## src/hdl/ps2_pkg.sv

```systemverilog
package ps2_pkg;

  // --------------------
  // set-2 scan codes
  // --------------------

  // prefix bytes, never reported as events
  localparam logic [7:0] SC_EXTEND = 8'hE0;
  localparam logic [7:0] SC_BREAK = 8'hF0;

  // modifier keys
  localparam logic [7:0] SC_LSHIFT = 8'h12;
  localparam logic [7:0] SC_RSHIFT = 8'h59;
  localparam logic [7:0] SC_CAPS = 8'h58;

  // --------------------
  // frame timing
  // --------------------

  // clk cycles without a ps2 clock fall before a partial frame is dropped
  localparam logic [15:0] IDLE_TIMEOUT = 16'd2000;

  // start + 8 data + parity + stop
  localparam int FRAME_BITS = 11;
  localparam int BIT_CNT_W = $clog2(FRAME_BITS);
  // index of the stop bit
  localparam logic [BIT_CNT_W-1:0] LAST_BIT = BIT_CNT_W'(FRAME_BITS - 1);

  // --------------------
  // event types
  // --------------------

  // one key press or release, 18 bits
  typedef struct packed {
    logic [7:0] scan_code;
    logic [7:0] ascii;
    logic       extended;
    logic       released;
  } key_event_t;

  // modifier state at the time of an event
  typedef struct packed {
    logic shift;
    logic caps;
  } key_mod_t;

endpackage
```

## src/hdl/ps2_keyboard.sv

```systemverilog
`timescale 1ns/1ps

module ps2_keyboard (
  input  logic                clk,
  input  logic                arst_n,
  input  logic                ps2_clk,
  input  logic                ps2_data,
  output logic                key_valid,
  output ps2_pkg::key_event_t key_event,
  output logic                frame_err
);

  // frame_rx -> key_ctrl
  logic                byte_valid;
  logic [7:0]          rx_byte;
  // key_ctrl -> ascii_map
  logic                evt_strobe;
  ps2_pkg::key_event_t evt;
  ps2_pkg::key_mod_t   mods;

  ps2_frame_rx i_frame_rx (
    .clk        (clk),
    .arst_n     (arst_n),
    .ps2_clk    (ps2_clk),
    .ps2_data   (ps2_data),
    .byte_valid (byte_valid),
    .rx_byte    (rx_byte),
    .frame_err  (frame_err)
  );

  ps2_key_ctrl i_key_ctrl (
    .clk        (clk),
    .arst_n     (arst_n),
    .byte_valid (byte_valid),
    .rx_byte    (rx_byte),
    .evt_strobe (evt_strobe),
    .evt        (evt),
    .mods       (mods)
  );

  ps2_ascii_map i_ascii_map (
    .clk        (clk),
    .arst_n     (arst_n),
    .evt_strobe (evt_strobe),
    .evt        (evt),
    .mods       (mods),
    .key_valid  (key_valid),
    .key_event  (key_event)
  );

endmodule

```

## src/hdl/ps2_ascii_map.sv

```systemverilog
`timescale 1ns/1ps

module ps2_ascii_map (
  input  logic                clk,
  input  logic                arst_n,
  input  logic                evt_strobe,
  input  ps2_pkg::key_event_t evt,
  input  ps2_pkg::key_mod_t   mods,
  output logic                key_valid,
  output ps2_pkg::key_event_t key_event
);

  // lower-case letter, 00 if not a letter
  function automatic logic [7:0] letter_lc(input logic [7:0] sc);
    case (sc)
      8'h1C: letter_lc = 8'h61;
      8'h32: letter_lc = 8'h62;
      8'h21: letter_lc = 8'h63;
      8'h23: letter_lc = 8'h64;
      8'h24: letter_lc = 8'h65;
      8'h2B: letter_lc = 8'h66;
      8'h34: letter_lc = 8'h67;
      8'h33: letter_lc = 8'h68;
      8'h43: letter_lc = 8'h69;
      8'h3B: letter_lc = 8'h6A;
      8'h42: letter_lc = 8'h6B;
      8'h4B: letter_lc = 8'h6C;
      8'h3A: letter_lc = 8'h6D;
      8'h31: letter_lc = 8'h6E;
      8'h44: letter_lc = 8'h6F;
      8'h4D: letter_lc = 8'h70;
      8'h15: letter_lc = 8'h71;
      8'h2D: letter_lc = 8'h72;
      8'h1B: letter_lc = 8'h73;
      8'h2C: letter_lc = 8'h74;
      8'h3C: letter_lc = 8'h75;
      8'h2A: letter_lc = 8'h76;
      8'h1D: letter_lc = 8'h77;
      8'h22: letter_lc = 8'h78;
      8'h35: letter_lc = 8'h79;
      8'h1A: letter_lc = 8'h7A;
      default: letter_lc = 8'h00;
    endcase
  endfunction

  // digits follow shift alone, US symbols
  function automatic logic [7:0] other_code(input logic [7:0] sc, input logic shift);
    case (sc)
      8'h16: other_code = shift ? 8'h21 : 8'h31;
      8'h1E: other_code = shift ? 8'h40 : 8'h32;
      8'h26: other_code = shift ? 8'h23 : 8'h33;
      8'h25: other_code = shift ? 8'h24 : 8'h34;
      8'h2E: other_code = shift ? 8'h25 : 8'h35;
      8'h36: other_code = shift ? 8'h5E : 8'h36;
      8'h3D: other_code = shift ? 8'h26 : 8'h37;
      8'h3E: other_code = shift ? 8'h2A : 8'h38;
      8'h46: other_code = shift ? 8'h28 : 8'h39;
      8'h45: other_code = shift ? 8'h29 : 8'h30;
      // space, enter, backspace
      8'h29: other_code = 8'h20;
      8'h5A: other_code = 8'h0D;
      8'h66: other_code = 8'h08;
      default: other_code = 8'h00;
    endcase
  endfunction

  logic [7:0] lc;
  logic [7:0] ascii;

  always_comb begin
    lc = letter_lc(evt.scan_code);
    if (evt.extended) begin
      // extended keys carry no ascii
      ascii = 8'h00;
    end else if (lc != 8'h00) begin
      ascii = (mods.shift ^ mods.caps) ? (lc - 8'h20) : lc;
    end else begin
      ascii = other_code(evt.scan_code, mods.shift);
    end
  end

  // --------------------
  // output register
  // --------------------

  always_ff @(posedge clk or negedge arst_n) begin
    if (!arst_n) begin
      key_valid <= 1'b0;
    end else begin
      key_valid <= evt_strobe;
    end
  end

  always_ff @(posedge clk) begin
    if (evt_strobe) begin
      key_event <= '{scan_code: evt.scan_code, ascii: ascii,
                     extended: evt.extended, released: evt.released};
    end
  end

endmodule

```

## src/hdl/ps2_key_ctrl.sv

```systemverilog
`timescale 1ns/1ps

module ps2_key_ctrl (
  input  logic                clk,
  input  logic                arst_n,
  input  logic                byte_valid,
  input  logic [7:0]          rx_byte,
  output logic                evt_strobe,
  output ps2_pkg::key_event_t evt,
  output ps2_pkg::key_mod_t   mods
);

  // pending prefix flags
  logic pend_ext;
  logic pend_brk;
  // one shift bit per side
  logic shift_l;
  logic shift_r;
  logic caps;

  // byte decode
  logic is_ext;
  logic is_brk;
  logic is_key;

  assign is_ext = (rx_byte == ps2_pkg::SC_EXTEND);
  assign is_brk = (rx_byte == ps2_pkg::SC_BREAK);
  // anything that is not a prefix ends the sequence
  assign is_key = byte_valid & ~is_ext & ~is_brk;

  // --------------------
  // prefix tracking
  // --------------------

  always_ff @(posedge clk or negedge arst_n) begin
    if (!arst_n) begin
      pend_ext   <= 1'b0;
      pend_brk   <= 1'b0;
      evt_strobe <= 1'b0;
    end else begin
      evt_strobe <= is_key;
      if (byte_valid) begin
        if (is_ext) begin
          pend_ext <= 1'b1;
        end else if (is_brk) begin
          pend_brk <= 1'b1;
        end else begin
          // key byte consumes both flags
          pend_ext <= 1'b0;
          pend_brk <= 1'b0;
        end
      end
    end
  end

  // --------------------
  // modifiers
  // --------------------

  always_ff @(posedge clk or negedge arst_n) begin
    if (!arst_n) begin
      shift_l <= 1'b0;
      shift_r <= 1'b0;
      caps    <= 1'b0;
    end else if (is_key && !pend_ext) begin
      // make sets, break clears
      if (rx_byte == ps2_pkg::SC_LSHIFT) begin
        shift_l <= ~pend_brk;
      end
      if (rx_byte == ps2_pkg::SC_RSHIFT) begin
        shift_r <= ~pend_brk;
      end
      // caps toggles on make only
      if (rx_byte == ps2_pkg::SC_CAPS && !pend_brk) begin
        caps <= ~caps;
      end
    end
  end

  // --------------------
  // event payload
  // --------------------

  always_ff @(posedge clk) begin
    if (is_key) begin
      evt.scan_code <= rx_byte;
      // filled in downstream
      evt.ascii     <= 8'h00;
      evt.extended  <= pend_ext;
      evt.released  <= pend_brk;
    end
  end

  assign mods = '{shift: shift_l | shift_r, caps: caps};

  // bytes arrive 11 ps2 clocks apart, so events never touch
  a_evt_single : assert property (
    @(posedge clk) disable iff (!arst_n) evt_strobe |=> !evt_strobe
  );

endmodule

```

## src/hdl/ps2_frame_rx.sv

```systemverilog
`timescale 1ns/1ps

module ps2_frame_rx (
  input  logic       clk,
  input  logic       arst_n,
  input  logic       ps2_clk,
  input  logic       ps2_data,
  output logic       byte_valid,
  output logic [7:0] rx_byte,
  output logic       frame_err
);

  // two-flop synchronizers, idle high
  logic [1:0] clk_sync;
  logic [1:0] dat_sync;
  // previous synced ps2 clock for edge detect
  logic       clk_prev;
  // registered falling-edge strobe
  logic       fall;

  logic [ps2_pkg::BIT_CNT_W-1:0] bit_cnt;
  logic [15:0]                   idle_cnt;
  logic [ps2_pkg::FRAME_BITS-1:0] frame_q;
  logic [ps2_pkg::FRAME_BITS-1:0] frame_nxt;
  logic                          frame_ok;

  // --------------------
  // sync and edge detect
  // --------------------

  always_ff @(posedge clk or negedge arst_n) begin
    if (!arst_n) begin
      clk_sync <= 2'b11;
      dat_sync <= 2'b11;
      clk_prev <= 1'b1;
      fall     <= 1'b0;
    end else begin
      clk_sync <= {clk_sync[0], ps2_clk};
      dat_sync <= {dat_sync[0], ps2_data};
      clk_prev <= clk_sync[1];
      // high-to-low on the synced line
      fall     <= clk_prev & ~clk_sync[1];
    end
  end

  // --------------------
  // frame shifter
  // --------------------

  // lsb first, so new bits enter at the top
  assign frame_nxt = {dat_sync[1], frame_q[ps2_pkg::FRAME_BITS-1:1]};

  // start low, stop high, odd parity over data + parity bit
  assign frame_ok = ~frame_nxt[0] & frame_nxt[ps2_pkg::FRAME_BITS-1] & (^frame_nxt[9:1]);

  always_ff @(posedge clk) begin
    if (fall) begin
      frame_q <= frame_nxt;
    end
  end

  // data byte sits in bits 8:1 once the stop bit is in
  assign rx_byte = frame_q[8:1];

  // --------------------
  // bit counter, idle timeout
  // --------------------

  always_ff @(posedge clk or negedge arst_n) begin
    if (!arst_n) begin
      bit_cnt    <= '0;
      idle_cnt   <= '0;
      byte_valid <= 1'b0;
      frame_err  <= 1'b0;
    end else begin
      // strobes by default
      byte_valid <= 1'b0;
      frame_err  <= 1'b0;
      if (fall) begin
        idle_cnt <= '0;
        if (bit_cnt == ps2_pkg::LAST_BIT) begin
          bit_cnt <= '0;
          // good frame -> byte, bad frame -> error
          if (frame_ok) begin
            byte_valid <= 1'b1;
          end else begin
            frame_err <= 1'b1;
          end
        end else begin
          bit_cnt <= bit_cnt + 1'b1;
        end
      end else if (idle_cnt == ps2_pkg::IDLE_TIMEOUT) begin
        // line quiet too long, drop partial frame
        bit_cnt <= '0;
      end else begin
        idle_cnt <= idle_cnt + 1'b1;
      end
    end
  end

  // counter wraps at the stop bit and never runs past it
  a_bit_cnt_range : assert property (
    @(posedge clk) disable iff (!arst_n) bit_cnt <= ps2_pkg::LAST_BIT
  );

endmodule

```

## config.mk

```make
export PLATFORM = sky130hd
export DESIGN_NAME = ps2_keyboard
export DESIGN_NICKNAME = d
export VERILOG_FILES = /design/src/hdl/ps2_pkg.sv /design/src/hdl/ps2_keyboard.sv /design/src/hdl/ps2_ascii_map.sv /design/src/hdl/ps2_key_ctrl.sv /design/src/hdl/ps2_frame_rx.sv
export SDC_FILE = /design/constraint.sdc
export NUM_CORES = 1
export LEC_CHECK = 0
export BUFFER_PORTS_ARGS = -buffer_cell sky130_fd_sc_hd__buf_2
export CAP_MARGIN = 20
export CORE_ASPECT_RATIO = 2
export CORE_MARGIN = 4
export CORE_UTILIZATION = 61
export CTS_CLUSTER_DIAMETER = 80
export DETAILED_ROUTE_END_ITERATION = 10
export GPL_ROUTABILITY_DRIVEN = 0
export PLACE_DENSITY = 0.8
export SLEW_MARGIN = 20
export SYNTH_ARGS = -nofsm -noshare
export SYNTH_HDL_FRONTEND = slang
export SYNTH_SLANG_ARGS = --single-unit
```

## constraint.sdc

```tcl
create_clock -name clk -period 3.3 [get_ports clk]
set_input_delay 0.165 -clock clk [delete_from_list [all_inputs] [get_ports clk]]
set_output_delay 0.165 -clock clk [all_outputs]
set_load 0.01 [all_outputs]
```

## Word-level counts from Yosys, hierarchy flattened

Memories as Yosys holds them, arrays and structs flattened. A register that Yosys moved wholly into a read port is not among the register bits.
Index checks and enable logic that the tools add are counted.

- Memories: 1
- Word-level logic and storage cells: 103
- Bits in read-only memories: 896
- Output and inout bits: 20
- Bits in registers: 74
- Input port bits: 4

- Add/sub/neg operators: 3
- Reduce and logical (&&, ||, !) cells: 12
- Bitwise gates (word level): 13
- Mux-type cells: 29
- Eq/ne operators: 22

Memories:

| memory | words | bits a word | rd ports | clocked after Yosys merged registers in | wr ports | RTL line | RTL |
|---|---|---|---|---|---|---|---|
| (no name shown) | 128 | 7 | 1 | 1 | 0 | ps2_ascii_map.sv:15 | `case (sc)` |

Operators with widths:

| operator | count |
|---|---|
| $pmux 8 s13 | 1 |
| $eq 8x6->1 const B | 7 |
| $eq 8x7->1 const B | 6 |
| $mux 5 | 8 |
| $mux 16 | 2 |
| $eq 8x5->1 const B | 3 |
| $mux 8 | 3 |
| $mux 7 | 3 |
| $add 16x1->16 const B | 1 |
| $eq 16x11->1 const B | 1 |
| $eq 8x8->1 const B | 2 |
| $mux 4 | 3 |
| $reduce_and 2->1 | 5 |
| $mux 1 | 9 |
| $reduce_xor 9->1 | 1 |
| $reduce_bool 8->1 | 1 |
| $sub 8x6->8 const B | 1 |
| $not 1->1 | 6 |
| $and 1x1->1 | 5 |
| $add 4x1->4 const B | 1 |
| $eq 4x4->1 const B | 1 |
| $ne 2x1->1 const B | 2 |
| $logic_and 1x1->1 | 2 |
| $logic_not 1->1 | 2 |
| 3 further kinds | 3 |

## Depth between registers and ports, before layout

Gate-level depths: netlist of run 1.

- Depth after elaboration: 6
- Gate-level depth with buffers: 10
- Gate-level depth less buffers: 9

## By module

Synthesis of run 1 repeated with hierarchy kept, for this count alone.

- Cells, all modules: 404
- Area, all modules: 4295.4 µm²

Modules (own cells, without submodules):

| module | instances | sequential area each (µm²) | area each (µm²) | cells an instance |
|---|---|---|---|---|
| ps2_ascii_map | 1 | 565.5 | 1849.3 | 206 |
| ps2_frame_rx | 1 | 1007.2 | 1769.2 | 148 |
| ps2_key_ctrl | 1 | 450.4 | 676.9 | 50 |

## Worst setup path after synthesis of run 1

No wires, ideal clock.

- Path kind: reg-to-reg
- Start point: reg i_frame_rx.frame_q[4] (netlist bit)
- End point: reg with a tool-made name
- Cell stages (with the launch flop): 11
- Path buffers: 1
- Arrival: 2.343 ns
- Required time: 3.175 ns
- Period minus slack after synthesis: 2.468 ns
- Setup slack: 0.832 ns
- Library setup time: 0.125 ns
- Cells stage by stage: edfxtp_1 -> buf_6 -> nand4bb_1 -> o31ai_4 -> inv_1 -> ha_1 -> o211ai_1 -> o22ai_1 -> a32oi_1 -> o41a_1 -> nand3_1

RTL lines:

| element | RTL line | RTL |
|---|---|---|
| start, declared | ps2_frame_rx.sv:23 | `logic [ps2_pkg::FRAME_BITS-1:0] frame_q;` |
| start signal, assigned | ps2_frame_rx.sv:58 | `frame_q <= frame_nxt;` |

==> flow_summary.json, run 1 <==
{
  "hpwl_mm": 6.897,
  "crit_type": "reg2reg",
  "crit_path_end_kind": "flip-flop",
  "crit_arrival_ns": 2.90,
  "synth_flop_cell": "edfxtp_1",
  "setup_tns_ns": 0,
  "clk_latency_ns": 0.35,
  "h-tree-depth": 3,
  "setup_slack_ns": 0.6132,
  "hold_path_class": "reg2reg",
  "crit_fanout": 10,
  "drive_above_1_share_pct": 14.38,
  "cts_root_buf": "clkbuf_16",
  "initial_utilization_pct": 62.92,
  "cts_buffers": 9,
  "fin_crit_sh_pct": 81.42,
  "fin_nets": 473,
  "clk_path_buf_depth": 2,
  "dp_slack_ns": 0.6785,
  "clk_pin_slew_ns": 0.06,
  "cts_tree": "yes",
  "cp_cell_sequence": "nand4bb_1 > o31ai_4 > inv_1 > ha_1 > nand2_1 > nor2_1 > a2111oi_0 > o32ai_1",
  "avgRoutedWirePerCell_um": 18.05,
  "powerDensity_nw_per_um2": 502.3,
  "p_leak_nw": 1.887,
  "final_common_cell": "nand2_1",
  "num_rows": 43,
  "drc_errors": 0,
  "syn_avg_cell_area_um2": 10.12,
  "ys_types": 72,
  "period_minus_slack_ns": 2.687,
  "dpl-instance-area_um2": 4522,
  "drt_iter0_drc": 274,
  "grt_pass1_vias": 3422,
  "ios": 24,
  "grt_max_degree": 36,
  "reg2reg_depth": 8,
  "maxCapViolations": 0,
  "syn_inst": 435,
  "final_cell_mix": "nand2_1, nor2_1, edfxtp_1",
  "cp.required_ns": 3.51,
  "antenna_found_initial": 0,
  "fin_skew_ns": 0.006496,
  "grt_use_total_pct": 25.12,
  "insertedDiodeCount": 0,
  "die_y_um": 128.1,
  "cts.sinks": 79,
  "stdcell_count": 549,
  "ys_seq_area_share_pct": 48.71,
  "postRouteAntennaNets": 0,
  "whs_path_depth": 0,
  "cp-start-kind": "flip-flop",
  "slowest_stage": "edfxtp_1",
  "max_stage_delay_ns": 0.56,
  "post-route-cell-area_um2": 4903,
  "ir_drop_mv": 0.5232,
  "yosysWarnings": 0,
  "syn_area_um2": 4400,
  "worstMarginPinSlew_ns": 0.8066,
  "maxSlewHeadroom_pct": 46.23,
  "fp.dieW_um": 68.06,
  "synthArstFlopShare_pct": 44.30,
  "fmax_mhz": 372.2,
  "finalWirelength_mm": 9.911,
  "synth_area_leaders": "edfxtp_1, dfrtp_1, ha_1",
  "synth_top_area_share_pct": 25.93,
  "placed_cells": 530,
  "status": "complete, no violations",
  "hold_viol": 0,
  "rsz0062_at_grt": "no",
  "via_count": 3489,
  "grt_overflow": 0,
  "area_growth_pct": 11.43,
  "cts_resized": 0,
  "finalSetupViolations": 0,
  "holdWs_ns": 0.3560,
  "dieArea_um2": 8719,
  "numPortBuffers": 23,
  "grt_pass1_wl_mm": 16.26,
  "drv_slew": 0,
  "synth-edff-count": 38,
  "vias_per_cell": 6.355,
  "dr.pass1.iters": 5,
  "synth_top_area_cell": "edfxtp_1",
  "core_area_um2": 6994,
  "ys_ff_latch": 79,
  "synthesis.nets": 454
}
## registers in the layout, indices dropped and copies added, names as in the netlist, named ones only
signal / cells
i_key_ctrl.shift_l: 1
i_key_ctrl.evt_strobe: 1
i_frame_rx.frame_err: 1
i_key_ctrl.evt: 10
i_frame_rx.bit_cnt: 4
i_frame_rx.byte_valid: 1
i_key_ctrl.shift_r: 1
i_frame_rx.fall: 1
i_frame_rx.idle_cnt: 16
i_key_ctrl.pend_ext: 1
i_ascii_map.key_valid: 1
i_frame_rx.clk_sync: 2
i_frame_rx.dat_sync: 2
i_key_ctrl.caps: 1
i_key_ctrl.pend_brk: 1
i_frame_rx.clk_prev: 1
i_frame_rx.frame_q: 10
i_ascii_map.key_event: 18
## final cells by class
class / instances / area [µm²]
Multi-Input combinational cell: 323 / 2083
Tap cell: 90 / 112.6
Inverter: 12 / 45.04
Fill cell: 546 / 2091
Clock inverter: 7 / 125.1
Sequential cell: 79 / 2145
Clock buffer: 9 / 225.2
Timing Repair Buffer: 29 / 167.7
## timing repair
item,CTS,global route
endpoints found under the hold margin,32,0
setup buffers,0,0
endpoints found under the setup margin,0,0
hold buffers,3,0
## worst max-delay path: cells and delay by family (launching register included)
| family | cells | cell delay, ns |
|---|---|---|
| compound gates | 3 | 0.93 |
| simple gates | 3 | 0.66 |
| flops | 1 | 0.56 |
| fa+ha+maj | 1 | 0.23 |
| buf+inv | 1 | 0.18 |
## worst paths after layout
kind / startpoint / slack, ns / end
max: i_frame_rx.frame_q[4] / 0.61 / flip-flop
min: i_frame_rx.dat_sync[0] / 0.36 / i_frame_rx.dat_sync[1]
max reg2reg: i_frame_rx.frame_q[4] / 0.61 / flip-flop
min reg2reg: i_frame_rx.dat_sync[0] / 0.36 / i_frame_rx.dat_sync[1]
max in group asynchronous: arst_n / 2.29 / i_frame_rx.fall
min in group asynchronous: arst_n / 0.44 / i_frame_rx.idle_cnt[8]
## cells in the mapped netlist, types with 3 or more instances
master	n
dfrtp_1	30
mux2i_1	8
nor4b_1	3
a31oi_1	5
or3_1	5
inv_1	12
buf_6	5
a211oi_1	6
nor2_1	44
xor2_1	14
a22oi_1	3
o32ai_1	4
nand4_1	10
and3_1	5
clkbuf_1	7
a21oi_1	21
nand2b_1	5
dfxtp_1	6
o22ai_1	5
and2_1	4
dfstp_2	5
nor2b_1	11
ha_1	15
buf_2	7
or2_2	3
edfxtp_1	38
nand3_1	10
nor3_1	9
xnor2_1	9
o21ai_0	27
nand2_1	50
## cell families (layout without fill, tap and decap cells)
logic type / count (synthesis) / count (layout) / share of synthesized area (%)
adders and majority gates: 15 / 15 / 4.265
AOI/OAI and AO/OA: 100 / 100 / 15.95
and+or+nand+nor: 174 / 174 / 19.96
muxes: 11 / 11 / 2.587
buffers and inverters: 33 / 57 / 3.952
xor gates and xnor gates: 23 / 23 / 4.578
DFF: 79 / 79 / 48.71
## where the power goes
part / internal [mW] / leakage [nW] / switching, mW
clock: 0.747 / 0.171 / 0.404
combinational: 0.0757 / 0.861 / 0.0829
sequential: 1.08 / 0.856 / 0.0694
## routing by layer
metal  wire length, µm  global-route usage [%]  vias up
li1                  -                       -     1629
met1              3405                   25.91     1640
met2              5313                   41.98      167
met3               571                   7.281       53
met4               621                   17.12        0
met5                 0                       0        -
## through the flow
step / total power [mW] / util (%)
final: 2.463 / 70.11
after global routing: 2.560 / 70.11
after CTS: 2.490 / 70.09
after detailed placement: 1.326 / 64.65
after global placement: 1.319 / 64.65
after floorplan: 1.280 / -
Note: power is estimated with default switching activity, not from simulation.
==> run 2, diff against run 1 <==
--- a/config.mk
+++ b/config.mk
@@ -9,11 +9,11 @@
 export CAP_MARGIN = 20
 export CORE_ASPECT_RATIO = 2
 export CORE_MARGIN = 4
-export CORE_UTILIZATION = 61
+export CORE_UTILIZATION = 55
 export CTS_CLUSTER_DIAMETER = 80
 export DETAILED_ROUTE_END_ITERATION = 10
 export GPL_ROUTABILITY_DRIVEN = 0
-export PLACE_DENSITY = 0.8
+export PLACE_DENSITY = 0.76
 export SLEW_MARGIN = 20
 export SYNTH_ARGS = -nofsm -noshare
 export SYNTH_HDL_FRONTEND = slang
==> constraint.sdc (replaced) <==
create_clock -name clk -period 2.45 [get_ports clk]
set_input_delay 0.1225 -clock clk [delete_from_list [all_inputs] [get_ports clk]]
set_output_delay 0.1225 -clock clk [all_outputs]
set_load 0.01 [all_outputs]
==> run 2 against run 1 <==
Flip-flop and latch count stayed put. Register-to-register slack worse by 0.55 ns. Sequential power is 34% higher. Critical path type unchanged. Largest cell class is now multi-input gates.
==> flow_summary.json, run 2 (synthesis results as in run 1) <==
{
  "core_area_um2": 7714,
  "antenna_found_initial": 0,
  "largest_reg_flops": 18,
  "power.switching_mw": 0.7916,
  "crit_path_end_kind": "flip-flop",
  "grt_use_total_pct": 24.44,
  "p_comb_share_pct": 7.5,
  "cts_root_buf": "clkbuf_16",
  "drv_slew": 0,
  "hold_path_class": "reg2reg",
  "die_y_um": 134.5,
  "crit_fanout": 8,
  "crit_arrival_ns": 2.61,
  "fp.dieW_um": 71.25,
  "cts.sinks": 79,
  "power_mw": 3.284,
  "max_stage_delay_ns": 0.52,
  "avgRoutedWirePerCell_um": 18.70,
  "crit_type": "reg2reg",
  "drive_above_1_share_pct": 22.47,
  "h-tree-depth": 3,
  "grt_pass1_vias": 3724,
  "dieArea_um2": 9583,
  "cp-start-kind": "flip-flop",
  "maxSlewHeadroom_pct": 38.78,
  "insertedDiodeCount": 0,
  "drt_iter0_drc": 286,
  "grt_pass1_wl_mm": 18.24,
  "p_clk_share_pct": 45.5,
  "placed_cells": 559,
  "stdcell_count": 588,
  "post-route-util_pct": 67.85,
  "internal_power_mw": 2.493,
  "area_growth_pct": 18.94,
  "postRouteAntennaNets": 0,
  "final_common_cell": "nand2_1",
  "num_rows": 45,
  "maxCapViolations": 0,
  "hold_viol": 0,
  "multi_input_area_um2": 2160,
  "worstMarginPinSlew_ns": 0.9184,
  "seq_power_share_pct": 47.0,
  "drc_errors": 0,
  "grt_max_degree": 36,
  "crit_buf_inv": 1,
  "ios": 24,
  "clk_latency_ns": 0.35,
  "cts_tree": "yes",
  "setup_slack_ns": 0.06303,
  "register_area_um2": 2143,
  "setup_tns_ns": 0,
  "cts_buffers": 9,
  "switching_share_pct": 24.10,
  "initial_utilization_pct": 57.05,
  "period_minus_slack_ns": 2.387,
  "dr.pass1.iters": 5,
  "fillers": 578,
  "via_count": 3682,
  "slowest_stage": "edfxtp_1",
  "hpwl_mm": 7.876,
  "critPathTopFamily": "compound AO/OA/AOI/OAI gates",
  "top_regs": "i_ascii_map.key_event x18, i_frame_rx.idle_cnt x16",
  "post-route-cell-area_um2": 5234,
  "clk_pin_slew_ns": 0.06,
  "fmax_mhz": 418.9,
  "final_cell_mix": "nand2_1, nor2_1, edfxtp_1, buf_4, dfrtp_1",
  "clk_path_buf_depth": 2,
  "powerDensity_nw_per_um2": 627.5,
  "fin_crit_sh_pct": 97.43,
  "top_register": "i_ascii_map.key_event",
  "regToRegSetupSlack_ns": 0.06,
  "cp.required_ns": 2.67,
  "finalWirelength_mm": 11.00,
  "vias_per_cell": 6.262,
  "holdWs_ns": 0.3574,
  "fin_skew_ns": 0.008165,
  "grt_overflow": 0,
  "cp_cell_sequence": "mux2i_1 > o31a_1 > inv_2 > ha_4 > o211ai_1 > o22ai_1 > a32oi_1 > o41a_1 > nand3_1",
  "status": "complete, no violations",
  "dpl-instance-area_um2": 4715,
  "numPortBuffers": 23,
  "finalSetupViolations": 0,
  "fin_nets": 508,
  "p_leak_nw": 2.052,
  "ir_drop_mv": 0.5251,
  "dp_slack_ns": 0.02719
}
-- run 2: changes by cell type in the layout (fill, tap and decap cells not counted), moves of 2 or more --
| cell | change |
|---|---|
| ha_4 | +2 |
| inv_2 | +2 |
| inv_8 | +2 |
| buf_4 | +35 |
| inv_1 | -3 |
| ha_1 | -2 |
-- run 2: path summary, 6_finish.rpt --
check / from / end / cells past startpoint
hold reg to reg: i_frame_rx.dat_sync[0] / i_frame_rx.dat_sync[1] / 0
setup / recovery: i_key_ctrl.evt[10] / flip-flop / 9
min in group asynchronous: arst_n / i_frame_rx.idle_cnt[6] / 2
max in group asynchronous: arst_n / i_frame_rx.idle_cnt[1] / 2
setup reg to reg: i_key_ctrl.evt[10] / flip-flop / 9
hold / removal: i_frame_rx.dat_sync[0] / i_frame_rx.dat_sync[1] / 0
-- run 2: worst register-to-register path, delay by kind of cell (launching register included) --
kind | cells | cell delay [ns]
compound gates | 5 | 1.10
flops | 1 | 0.52
mux | 1 | 0.24
fa+ha+maj | 1 | 0.20
simple gates | 1 | 0.07
buf+inv | 1 | 0.14
-- run 2: repair_timing --
action,in CTS,in global routing
buffers inserted,0,10
gates cloned,0,0
hold buffers,3,0
gates resized for setup,1,14
pin swaps,1,7
endpoints found under the hold margin,32,0
endpoints found under the setup margin,1,11
-- run 2: layout make-up --
class                      count  share of cell area [%]
multi-input combinational    323                   41.26
sequential                    79                   40.95
timing repair buffer          64                   8.224
clock buffer                   9                   4.303
tap                           94                   2.247
clock inverter                 7                   2.080
inverter                      12                  0.9323
-- run 2: per-layer routing --
metal	vias up	global-route usage (%)	part of all wire [%]
met4	0	14.33	5.2
li1	1691	-	-
met1	1771	24.33	33
met5	-	0	0
met3	55	4.694	4.6
met2	165	45.34	57
-- run 2: power groups by stage --
stage | logic, mW | clock network (mW) | registers, mW
final | 0.246 | 1.49 | 1.54
after global routing | 0.292 | 1.58 | 1.56
after CTS | 0.240 | 1.51 | 1.54
after detailed placement | 0.235 | 0 | 1.57
after global placement | 0.219 | 0 | 1.56
after floorplan | 0.177 | 0 | 1.55
